**src/include/io_defines.svh**
```systemverilog
`ifndef IO_DEFINES_SVH
`define IO_DEFINES_SVH

// Serial timing
`define IO_BAUD_DIV 8

// Transmit buffer of 4 entries
`define IO_FIFO_DEPTH_LOG2 2

// Fan PWM counter width, period 64
`define IO_PWM_BITS 6

// Register values after reset
`define IO_FAN_RESET 32
`define IO_SEG_RESET 32'h0000_0000

// Address pages, adr_i[15:12]
`define IO_PAGE_SYS   4'h0
`define IO_PAGE_SWLED 4'h1
`define IO_PAGE_UART  4'h2

`endif

```
**src/rtl/io_pkg.sv**
```systemverilog
`default_nettype none

`include "io_defines.svh"

package io_pkg;

  typedef logic [31:0] io_word_t;
  typedef logic [15:0] io_addr_t;
  typedef logic [3:0]  io_page_t;      // adr_i[15:12]
  typedef logic [3:0]  io_byte_sel_t;
  typedef logic [7:0]  io_byte_t;
  typedef logic [6:0]  seg_t;          // g down to a
  typedef logic [8:0]  led_t;
  typedef logic [15:0] sw_t;

  // Extra bit so that full-on fits
  typedef logic [`IO_PWM_BITS:0] pwm_duty_t;

  typedef enum logic [1:0] {
    BUS_IDLE,
    BUS_BUSY,
    BUS_DONE
  } bus_state_e;

  typedef enum logic [1:0] {
    UART_IDLE,
    UART_START,
    UART_DATA,
    UART_STOP
  } uart_state_e;

endpackage

`default_nettype wire

```
**src/rtl/fan_pwm.sv**
```systemverilog
`default_nettype none

`include "io_defines.svh"

module fan_pwm (
  input  logic              clk_i,
  input  logic              rst_i,
  input  io_pkg::pwm_duty_t duty_i,
  output logic              fan_o
);

  logic [`IO_PWM_BITS-1:0] cnt_q;

  always_ff @(posedge clk_i or posedge rst_i) begin
    if (rst_i) begin
      cnt_q <= '0;
    end else begin
      cnt_q <= cnt_q + 1'b1;                // Free running, wraps every period
    end
  end

  // Duty at or above the period keeps the fan fully on
  assign fan_o = ({1'b0, cnt_q} < duty_i);

endmodule

`default_nettype wire

```
**src/rtl/io_controller.sv**
```systemverilog
`default_nettype none

`include "io_defines.svh"

module io_controller (
  input  logic                         clk_i,
  input  logic                         rst_i,
  input  logic                         cyc_i,
  input  logic                         stb_i,
  input  logic                         we_i,
  input  io_pkg::io_addr_t             adr_i,
  input  io_pkg::io_word_t             dat_i,
  input  io_pkg::io_byte_sel_t         sel_i,
  output io_pkg::io_word_t             dat_o,
  output logic                         ack_o,
  input  io_pkg::sw_t                  sw_i,
  output io_pkg::led_t                 led_o,
  output io_pkg::io_word_t             seg_word_o,
  output io_pkg::pwm_duty_t            fan_duty_o,
  output logic                         push_o,
  output io_pkg::io_byte_t             push_data_o,
  input  logic [`IO_FIFO_DEPTH_LOG2:0] fifo_count_i,
  input  logic                         uart_busy_i
);

  import io_pkg::*;

  localparam logic [`IO_FIFO_DEPTH_LOG2:0] FIFO_DEPTH = 1 << `IO_FIFO_DEPTH_LOG2;

  bus_state_e state_q;
  io_page_t   page;
  logic       fifo_full;
  logic       uart_write;
  io_word_t   seg_merged;
  io_word_t   status_word;
  io_word_t   read_word;

  assign page       = adr_i[15:12];
  assign fifo_full  = (fifo_count_i == FIFO_DEPTH);
  assign uart_write = we_i && (page == `IO_PAGE_UART);

  // Byte-lane merge for segment writes
  always_comb begin
    for (int i = 0; i < 4; i++) begin
      seg_merged[8*i +: 8] = sel_i[i] ? dat_i[8*i +: 8] : seg_word_o[8*i +: 8];
    end
  end

  always_comb begin
    status_word        = '0;
    status_word[0]     = uart_busy_i;
    status_word[1]     = fifo_full;
    status_word[15:8]  = 8'(fifo_count_i);
  end

  always_comb begin
    case (page)
      `IO_PAGE_SYS:   read_word = adr_i[0] ? io_word_t'(fan_duty_o) : seg_word_o;
      `IO_PAGE_SWLED: read_word = io_word_t'(sw_i);
      `IO_PAGE_UART:  read_word = status_word;
      default:        read_word = '0;           // Unmapped pages
    endcase
  end

  always_ff @(posedge clk_i or posedge rst_i) begin
    if (rst_i) begin
      state_q    <= BUS_IDLE;
      ack_o      <= 1'b0;
      push_o     <= 1'b0;
      led_o      <= '0;
      seg_word_o <= `IO_SEG_RESET;
      fan_duty_o <= `IO_FAN_RESET;
    end else begin
      ack_o  <= 1'b0;
      push_o <= 1'b0;
      case (state_q)
        BUS_IDLE: begin
          if (cyc_i && stb_i && !ack_o) begin   // Skip the cycle that still holds the old ack
            state_q <= BUS_BUSY;
          end
        end
        BUS_BUSY: begin
          if (uart_write) begin
            if (!fifo_full) begin               // Otherwise wait for a pop
              push_o  <= 1'b1;
              state_q <= BUS_DONE;
            end
          end else begin
            state_q <= BUS_DONE;
            if (we_i) begin
              case (page)
                `IO_PAGE_SYS: begin
                  if (adr_i[0]) begin
                    fan_duty_o <= dat_i[`IO_PWM_BITS:0];
                  end else begin
                    seg_word_o <= seg_merged;
                  end
                end
                `IO_PAGE_SWLED: led_o <= dat_i[8:0];
                default: ;
              endcase
            end
          end
        end
        BUS_DONE: begin
          ack_o   <= 1'b1;
          state_q <= BUS_IDLE;
        end
        default: state_q <= BUS_IDLE;
      endcase
    end
  end

  always_ff @(posedge clk_i) begin
    if (state_q == BUS_BUSY && !we_i) begin
      dat_o <= read_word;
    end
    if (state_q == BUS_BUSY && uart_write && !fifo_full) begin
      push_data_o <= dat_i[7:0];
    end
  end

endmodule

`default_nettype wire

```
**src/rtl/io_top.sv**
```systemverilog
`default_nettype none

`include "io_defines.svh"

module io_top (
  input  logic                 clk_i,
  input  logic                 rst_i,
  input  logic                 cyc_i,
  input  logic                 stb_i,
  input  logic                 we_i,
  input  io_pkg::io_addr_t     adr_i,
  input  io_pkg::io_word_t     dat_i,
  input  io_pkg::io_byte_sel_t sel_i,
  output io_pkg::io_word_t     dat_o,
  output logic                 ack_o,
  input  io_pkg::sw_t          sw_i,
  output io_pkg::led_t         led_o,
  output logic                 tx_o,
  output logic                 fan_o,
  output io_pkg::seg_t         hex0_o,
  output io_pkg::seg_t         hex1_o,
  output io_pkg::seg_t         hex2_o,
  output io_pkg::seg_t         hex3_o,
  output io_pkg::seg_t         hex4_o,
  output io_pkg::seg_t         hex5_o,
  output io_pkg::seg_t         hex6_o,
  output io_pkg::seg_t         hex7_o
);

  import io_pkg::*;

  io_word_t                     seg_word;
  pwm_duty_t                    fan_duty;
  logic                         push;
  io_byte_t                     push_data;
  logic [`IO_FIFO_DEPTH_LOG2:0] fifo_count;
  logic                         fifo_empty;
  io_byte_t                     fifo_head;
  logic                         pop;
  logic                         uart_busy;

  io_controller io_controller_i (
    .clk_i        (clk_i),
    .rst_i        (rst_i),
    .cyc_i        (cyc_i),
    .stb_i        (stb_i),
    .we_i         (we_i),
    .adr_i        (adr_i),
    .dat_i        (dat_i),
    .sel_i        (sel_i),
    .dat_o        (dat_o),
    .ack_o        (ack_o),
    .sw_i         (sw_i),
    .led_o        (led_o),
    .seg_word_o   (seg_word),
    .fan_duty_o   (fan_duty),
    .push_o       (push),
    .push_data_o  (push_data),
    .fifo_count_i (fifo_count),
    .uart_busy_i  (uart_busy)
  );

  tx_fifo #(.DEPTH_LOG2(`IO_FIFO_DEPTH_LOG2)) tx_fifo_i (
    .clk_i       (clk_i),
    .rst_i       (rst_i),
    .push_i      (push),
    .push_data_i (push_data),
    .pop_i       (pop),
    .rd_data_o   (fifo_head),
    .empty_o     (fifo_empty),
    .count_o     (fifo_count)
  );

  uart_tx #(.CLKS_PER_BIT(`IO_BAUD_DIV)) uart_tx_i (
    .clk_i   (clk_i),
    .rst_i   (rst_i),
    .empty_i (fifo_empty),
    .data_i  (fifo_head),
    .pop_o   (pop),
    .busy_o  (uart_busy),
    .tx_o    (tx_o)
  );

  fan_pwm fan_pwm_i (
    .clk_i  (clk_i),
    .rst_i  (rst_i),
    .duty_i (fan_duty),
    .fan_o  (fan_o)
  );

  seg_decoder seg_decoder_i (
    .word_i (seg_word),
    .hex0_o (hex0_o),
    .hex1_o (hex1_o),
    .hex2_o (hex2_o),
    .hex3_o (hex3_o),
    .hex4_o (hex4_o),
    .hex5_o (hex5_o),
    .hex6_o (hex6_o),
    .hex7_o (hex7_o)
  );

endmodule

`default_nettype wire

```
**src/rtl/seg_decoder.sv**
```systemverilog
`default_nettype none

module seg_decoder (
  input  io_pkg::io_word_t word_i,
  output io_pkg::seg_t     hex0_o,
  output io_pkg::seg_t     hex1_o,
  output io_pkg::seg_t     hex2_o,
  output io_pkg::seg_t     hex3_o,
  output io_pkg::seg_t     hex4_o,
  output io_pkg::seg_t     hex5_o,
  output io_pkg::seg_t     hex6_o,
  output io_pkg::seg_t     hex7_o
);

  import io_pkg::*;

  // Active low, bit 6 is g
  function automatic seg_t hex_to_seg(input logic [3:0] nib);
    case (nib)
      4'h0: return 7'h40;
      4'h1: return 7'h79;
      4'h2: return 7'h24;
      4'h3: return 7'h30;
      4'h4: return 7'h19;
      4'h5: return 7'h12;
      4'h6: return 7'h02;
      4'h7: return 7'h78;
      4'h8: return 7'h00;
      4'h9: return 7'h10;
      4'ha: return 7'h08;
      4'hb: return 7'h03;
      4'hc: return 7'h46;
      4'hd: return 7'h21;
      4'he: return 7'h06;
      default: return 7'h0e;                // F
    endcase
  endfunction

  assign hex0_o = hex_to_seg(word_i[3:0]);   // Lowest nibble
  assign hex1_o = hex_to_seg(word_i[7:4]);
  assign hex2_o = hex_to_seg(word_i[11:8]);
  assign hex3_o = hex_to_seg(word_i[15:12]);
  assign hex4_o = hex_to_seg(word_i[19:16]);
  assign hex5_o = hex_to_seg(word_i[23:20]);
  assign hex6_o = hex_to_seg(word_i[27:24]);
  assign hex7_o = hex_to_seg(word_i[31:28]);

endmodule

`default_nettype wire

```
**src/rtl/tx_fifo.sv**
```systemverilog
`default_nettype none

module tx_fifo #(
  parameter int unsigned DEPTH_LOG2 = 2
) (
  input  logic                  clk_i,
  input  logic                  rst_i,
  input  logic                  push_i,
  input  io_pkg::io_byte_t      push_data_i,
  input  logic                  pop_i,
  output io_pkg::io_byte_t      rd_data_o,
  output logic                  empty_o,
  output logic [DEPTH_LOG2:0]   count_o
);

  import io_pkg::*;

  localparam int unsigned DEPTH = 1 << DEPTH_LOG2;

  io_byte_t              mem_q [DEPTH];
  logic [DEPTH_LOG2-1:0] wr_ptr_q;
  logic [DEPTH_LOG2-1:0] rd_ptr_q;

  assign rd_data_o = mem_q[rd_ptr_q];       // Head shown ahead of pop
  assign empty_o   = (count_o == '0);

  always_ff @(posedge clk_i) begin
    if (push_i) begin
      mem_q[wr_ptr_q] <= push_data_i;
    end
  end

  always_ff @(posedge clk_i or posedge rst_i) begin
    if (rst_i) begin
      wr_ptr_q <= '0;
      rd_ptr_q <= '0;
      count_o  <= '0;
    end else begin
      if (push_i) begin
        wr_ptr_q <= wr_ptr_q + 1'b1;        // Wraps at DEPTH
      end
      if (pop_i) begin
        rd_ptr_q <= rd_ptr_q + 1'b1;
      end
      case ({push_i, pop_i})
        2'b10:   count_o <= count_o + 1'b1;
        2'b01:   count_o <= count_o - 1'b1;
        default: ;                          // Both or neither
      endcase
    end
  end

endmodule

`default_nettype wire

```
**src/rtl/uart_tx.sv**
```systemverilog
`default_nettype none

module uart_tx #(
  parameter int unsigned CLKS_PER_BIT = 8
) (
  input  logic             clk_i,
  input  logic             rst_i,
  input  logic             empty_i,
  input  io_pkg::io_byte_t data_i,
  output logic             pop_o,
  output logic             busy_o,
  output logic             tx_o
);

  import io_pkg::*;

  localparam int unsigned CNT_W = (CLKS_PER_BIT > 1) ? $clog2(CLKS_PER_BIT) : 1;
  localparam logic [CNT_W-1:0] CNT_LAST = CNT_W'(CLKS_PER_BIT - 1);

  uart_state_e      state_q;
  logic [CNT_W-1:0] clk_cnt_q;
  logic [2:0]       bit_idx_q;
  io_byte_t         shift_q;
  logic             bit_done;

  assign bit_done = (clk_cnt_q == CNT_LAST);
  // Pop from idle, or at the end of a stop bit for back-to-back frames
  assign pop_o  = !empty_i && ((state_q == UART_IDLE) || (state_q == UART_STOP && bit_done));
  assign busy_o = (state_q != UART_IDLE);

  always_comb begin
    case (state_q)
      UART_START: tx_o = 1'b0;
      UART_DATA:  tx_o = shift_q[0];        // LSB first
      default:    tx_o = 1'b1;              // Idle line and stop bit
    endcase
  end

  always_ff @(posedge clk_i or posedge rst_i) begin
    if (rst_i) begin
      state_q   <= UART_IDLE;
      clk_cnt_q <= '0;
      bit_idx_q <= '0;
    end else begin
      if (state_q == UART_IDLE || bit_done) begin
        clk_cnt_q <= '0;
      end else begin
        clk_cnt_q <= clk_cnt_q + 1'b1;
      end
      case (state_q)
        UART_IDLE: begin
          if (pop_o) begin
            state_q <= UART_START;
          end
        end
        UART_START: begin
          if (bit_done) begin
            state_q   <= UART_DATA;
            bit_idx_q <= '0;
          end
        end
        UART_DATA: begin
          if (bit_done) begin
            bit_idx_q <= bit_idx_q + 1'b1;
            if (bit_idx_q == 3'd7) begin
              state_q <= UART_STOP;
            end
          end
        end
        UART_STOP: begin
          if (bit_done) begin
            state_q <= pop_o ? UART_START : UART_IDLE;
          end
        end
        default: state_q <= UART_IDLE;
      endcase
    end
  end

  always_ff @(posedge clk_i) begin
    if (pop_o) begin
      shift_q <= data_i;
    end else if (state_q == UART_DATA && bit_done) begin
      shift_q <= {1'b0, shift_q[7:1]};
    end
  end

endmodule

`default_nettype wire

```
**config.mk**
```make
export PLATFORM = sky130hd
export DESIGN_NAME = io_top
export DESIGN_NICKNAME = d
export VERILOG_FILES = /design/src/rtl/io_pkg.sv /design/src/rtl/fan_pwm.sv /design/src/rtl/io_controller.sv /design/src/rtl/io_top.sv /design/src/rtl/seg_decoder.sv /design/src/rtl/tx_fifo.sv /design/src/rtl/uart_tx.sv
export VERILOG_INCLUDE_DIRS = /design/src /design/src/include
export SDC_FILE = /design/constraint.sdc
export NUM_CORES = 1
export LEC_CHECK = 0
export ABC_AREA = 1
export BUFFER_PORTS_ARGS = -buffer_cell sky130_fd_sc_hd__buf_2
export CORE_ASPECT_RATIO = 1.5
export CORE_UTILIZATION = 30
export DETAILED_ROUTE_END_ITERATION = 8
export GPL_TIMING_DRIVEN = 0
export PLACE_DENSITY = 0.56
export SYNTH_ARGS = -nofsm -noshare
export SYNTH_HDL_FRONTEND = slang
export SYNTH_SLANG_ARGS = --single-unit
```
**constraint.sdc**
```tcl
create_clock -name clk_i -period 3.18 [get_ports clk_i]
set_input_delay 0.159 -clock clk_i [delete_from_list [all_inputs] [get_ports clk_i]]
set_output_delay 0.159 -clock clk_i [all_outputs]
set_load 0.05 [all_outputs]
```
==> impl_results.md <==
- CTS tree: built
- Port bufs: around 160
- Gr ovfl total: 0
- Psw: 2200 uW
- Setup-failing EPs final: 0
- Delay of the slowest critical-path stage: 0.41 ns
- I/O Pins: roughly 170
- Post-DRT Antenna Nets: 0
- Critical-path maximum fanout: 9
- Clock Sinks: about 150
- Setup WS pre-CTS: around 0.81 ns
- FF+latch count, synth: 153
- Final Net Count: about 1300
- Commonest non-fill, non-tap cell in the layout: nand2_1
- Clock share of power: between 30% and 40%
- Worst setup EP type: flip-flop
- Final Max Tran Viols: 0
- Synthesized area: just under 9000 um2
- Final Total Pwr: ~6000 uW
- Number of buffers created by CTS: 17
- Clock latency on the worst-skew pair: 0.44 ns
- Clk root buf: clkbuf_16
- Worst hold slack: ~0.017 ns
- Starting Density: 30.4%
- Clock Tree Buf Depth: 2
- Period utilization: 73.3%
- Startpoint types: flip-flop
- Data arrival time at the worst-slack endpoint: approximately 2.7 ns
- DR pass1 iterations: 5
- Hold_buf cts: 18
- Slowest CP cell: fa_1
- Area delta synth->final: 24.6%
- Worst-path cell chain: ha_1 -> ha_1 -> nand2_1 -> nand2_1 -> nand2_1 -> clkinv_1 -> ha_1 -> inv_1 -> fa_1 -> o21ai_0
- Post-synthesis sequential area ratio: between 40% and 50%
- Worst Tran Pin Value: about 0.56 ns
- FP Rows: 76
- Worst-path clk slew: around 0.070 ns
- Clk_skew: approximately 0.009 ns
- Most frequent cells in the layout: 258 x nand2_1, 174 x buf_2, 149 x inv_1
- Hpwl dp: approximately 18000 um
- Die area: around 30000 um2
- WL final: 23300 um
- Via count: roughly 7200
- Die X: 141 um
- LEAKAGE: approximately 0.0052 uW
- GRT Total Usage: roughly 16%
- Register share of total power: 39.7%
- Syn. warnings: 0
- Reg2reg setup slack: 0.85 ns
- Synth unique cells: 39
- Core box area: roughly 29000 um2
- Largest net degree at the start of global routing: 50
- Cell internal pwr: roughly 3800 uW
- Mapped Cells: 1003
- Avg WL per Cell: approximately 15 um
- Status: finished, final reports clean
- Sw Ratio: a little over a third
- GP Congestion: around 0.88
- Setup slack after layout: between 0.8 and 0.9 ns
- Hold Fails Final Rpt: 0
- Area after DPL: 10100 um2
- Synthesized Nets: around 1100
- Worst vdd ir: roughly 360 uV
- Post-CTS Setup Inserts: 0
- Comb power frac: a little over a quarter
- Initial antenna violation count: 2
- Die height: approximately 210 um
- Vias per inst: 4.50
- # DRC: 0
- Critical path class: reg -> reg
- Hold crit path type: in -> reg
- Tmin final: roughly 2.3 ns
- Syn avg cell area: 8.68 um2
- Max cap viols: 0
- Clock H-tree levels: 4
- Max frequency: ~430 MHz
- Critical Path RT: about 3.5 ns
- Pwr dens: around 560 nW/um2
- Vias in the first global route: 7134
- Layout cell share with drive strength beyond 1: roughly a fifth
- RSZ-0062 raised after global routing: no
- Worst rel slew slack: a little over three fifths
- Final design area excluding fillers: around 11000 um2
- CTS resizes: 0
- First-pass GRT wire length: about 37000 um
- DRT iter0 DRCs: 396
==> final timing paths <==
kind	from	endpoint	cells after the start
setup reg to reg	uart_tx_i.clk_cnt_q[0]$_DFF_PP0_	tx_fifo_i.count_o[1]$_DFFE_PP0P_	10
setup / recovery	uart_tx_i.clk_cnt_q[0]$_DFF_PP0_	tx_fifo_i.count_o[1]$_DFFE_PP0P_	10
hold / removal	dat_i[14]	io_controller_i.seg_word_o[14]$_DFFE_PP0P_	5
min in group asynchronous	rst_i	io_controller_i.seg_word_o[27]$_DFFE_PP0P_	3
hold reg to reg	uart_tx_i.clk_cnt_q[0]$_DFF_PP0_	uart_tx_i.clk_cnt_q[0]$_DFF_PP0_	1
max in group asynchronous	rst_i	io_controller_i.fan_duty_o[5]$_DFFE_PP1P_	4
==> critical path, delay by kind of cell (launching register included) <==
family,cells,cell delay (ns)
adders and majority gates,4,1.13
buffers and inverters,2,0.34
and+or+nand+nor,3,0.23
DFF,1,0.38
AOI/OAI and AO/OA,1,0.17
==> area by class of cell <==
| class | count | area (um2) |
|---|---|---|
| timing repair buffer | 181 | 1030 |
| tap | 390 | 488 |
| clock inverter | 15 | 178 |
| fill | 2940 | 17800 |
| multi-input combinational | 657 | 3660 |
| antenna | 2 | 5.00 |
| clock buffer | 17 | 425 |
| sequential | 153 | 4230 |
| buffer | 32 | 220 |
| inverter | 161 | 607 |
==> power by group through the flow <==
stage	combinational, uW	clock (uW)	sequential (uW)
global placement	1590	0	2430
CTS	1640	2080	2390
detailed placement	1620	0	2430
floorplan	1100	0	2500
global route	1820	2150	2420
finish	1610	2020	2390
==> cell usage after synthesis, drive strengths merged <==
| cell type | count | area share (%) |
|---|---|---|
| a21o | 3 | 0.26 |
| inv | 151 | 6.5 |
| nand2 | 261 | 11 |
| a32oi | 1 | 0.10 |
| o311ai | 3 | 0.30 |
| fa | 1 | 0.23 |
| nand3 | 37 | 2.4 |
| a32o | 1 | 0.11 |
| xnor2 | 1 | 0.10 |
| and3 | 2 | 0.14 |
| o211ai | 10 | 0.86 |
| dfrtp | 72 | 21 |
| dfstp | 1 | 0.30 |
| nor3 | 6 | 0.60 |
| clkinv | 10 | 0.43 |
| o31ai | 10 | 0.86 |
| a211oi | 4 | 0.34 |
| nand3b | 1 | 0.086 |
| o21ai | 87 | 5.4 |
| buf | 18 | 1.8 |
| nand4 | 32 | 2.3 |
| edfxtp | 80 | 28 |
| a21oi | 38 | 2.2 |
| nor2 | 84 | 3.8 |
| clkbuf | 14 | 0.73 |
| ha | 68 | 9.8 |
| xor2 | 7 | 0.70 |
==> metrics by stage <==
stage / setup TNS, ns / utilization, % / cells
after global routing: 0 / 37.9 / 1608
after floorplan: 0 / - / 1003
after global placement: -20.19 / 34.9 / 1554
after CTS: 0 / 37.9 / 1606
final: 0 / 37.9 / 1608
after detailed placement: 0 / 35.1 / 1556
==> logic make-up after synthesis <==
| logic type | synth area share [%] |
|---|---|
| buf+inv | 9.47 |
| compound gates | 10.4 |
| flops | 48.6 |
| fa+ha+maj | 10.0 |
| simple gates | 20.7 |
| xor+xnor | 0.805 |
==> registers in the layout (all words and copies together) (netlist names), 6 cells and up <==
signal / count
uart_tx_i.shift_q: 8
io_controller_i.fan_duty_o: 7
io_controller_i.led_o: 9
io_controller_i.dat_o: 32
io_controller_i.push_data_o: 8
tx_fifo_i.mem_q: 32
io_controller_i.seg_word_o: 32
fan_pwm_i.cnt_q: 6
==> metal layers <==
layer  GRT usage [%]  part of all wire [%]
met4            7.46                   3.4
met3            2.79                   3.3
met1            18.3                    41
met5               0                     0
met2            29.9                    53
Note: power is estimated with default switching activity, not from simulation.
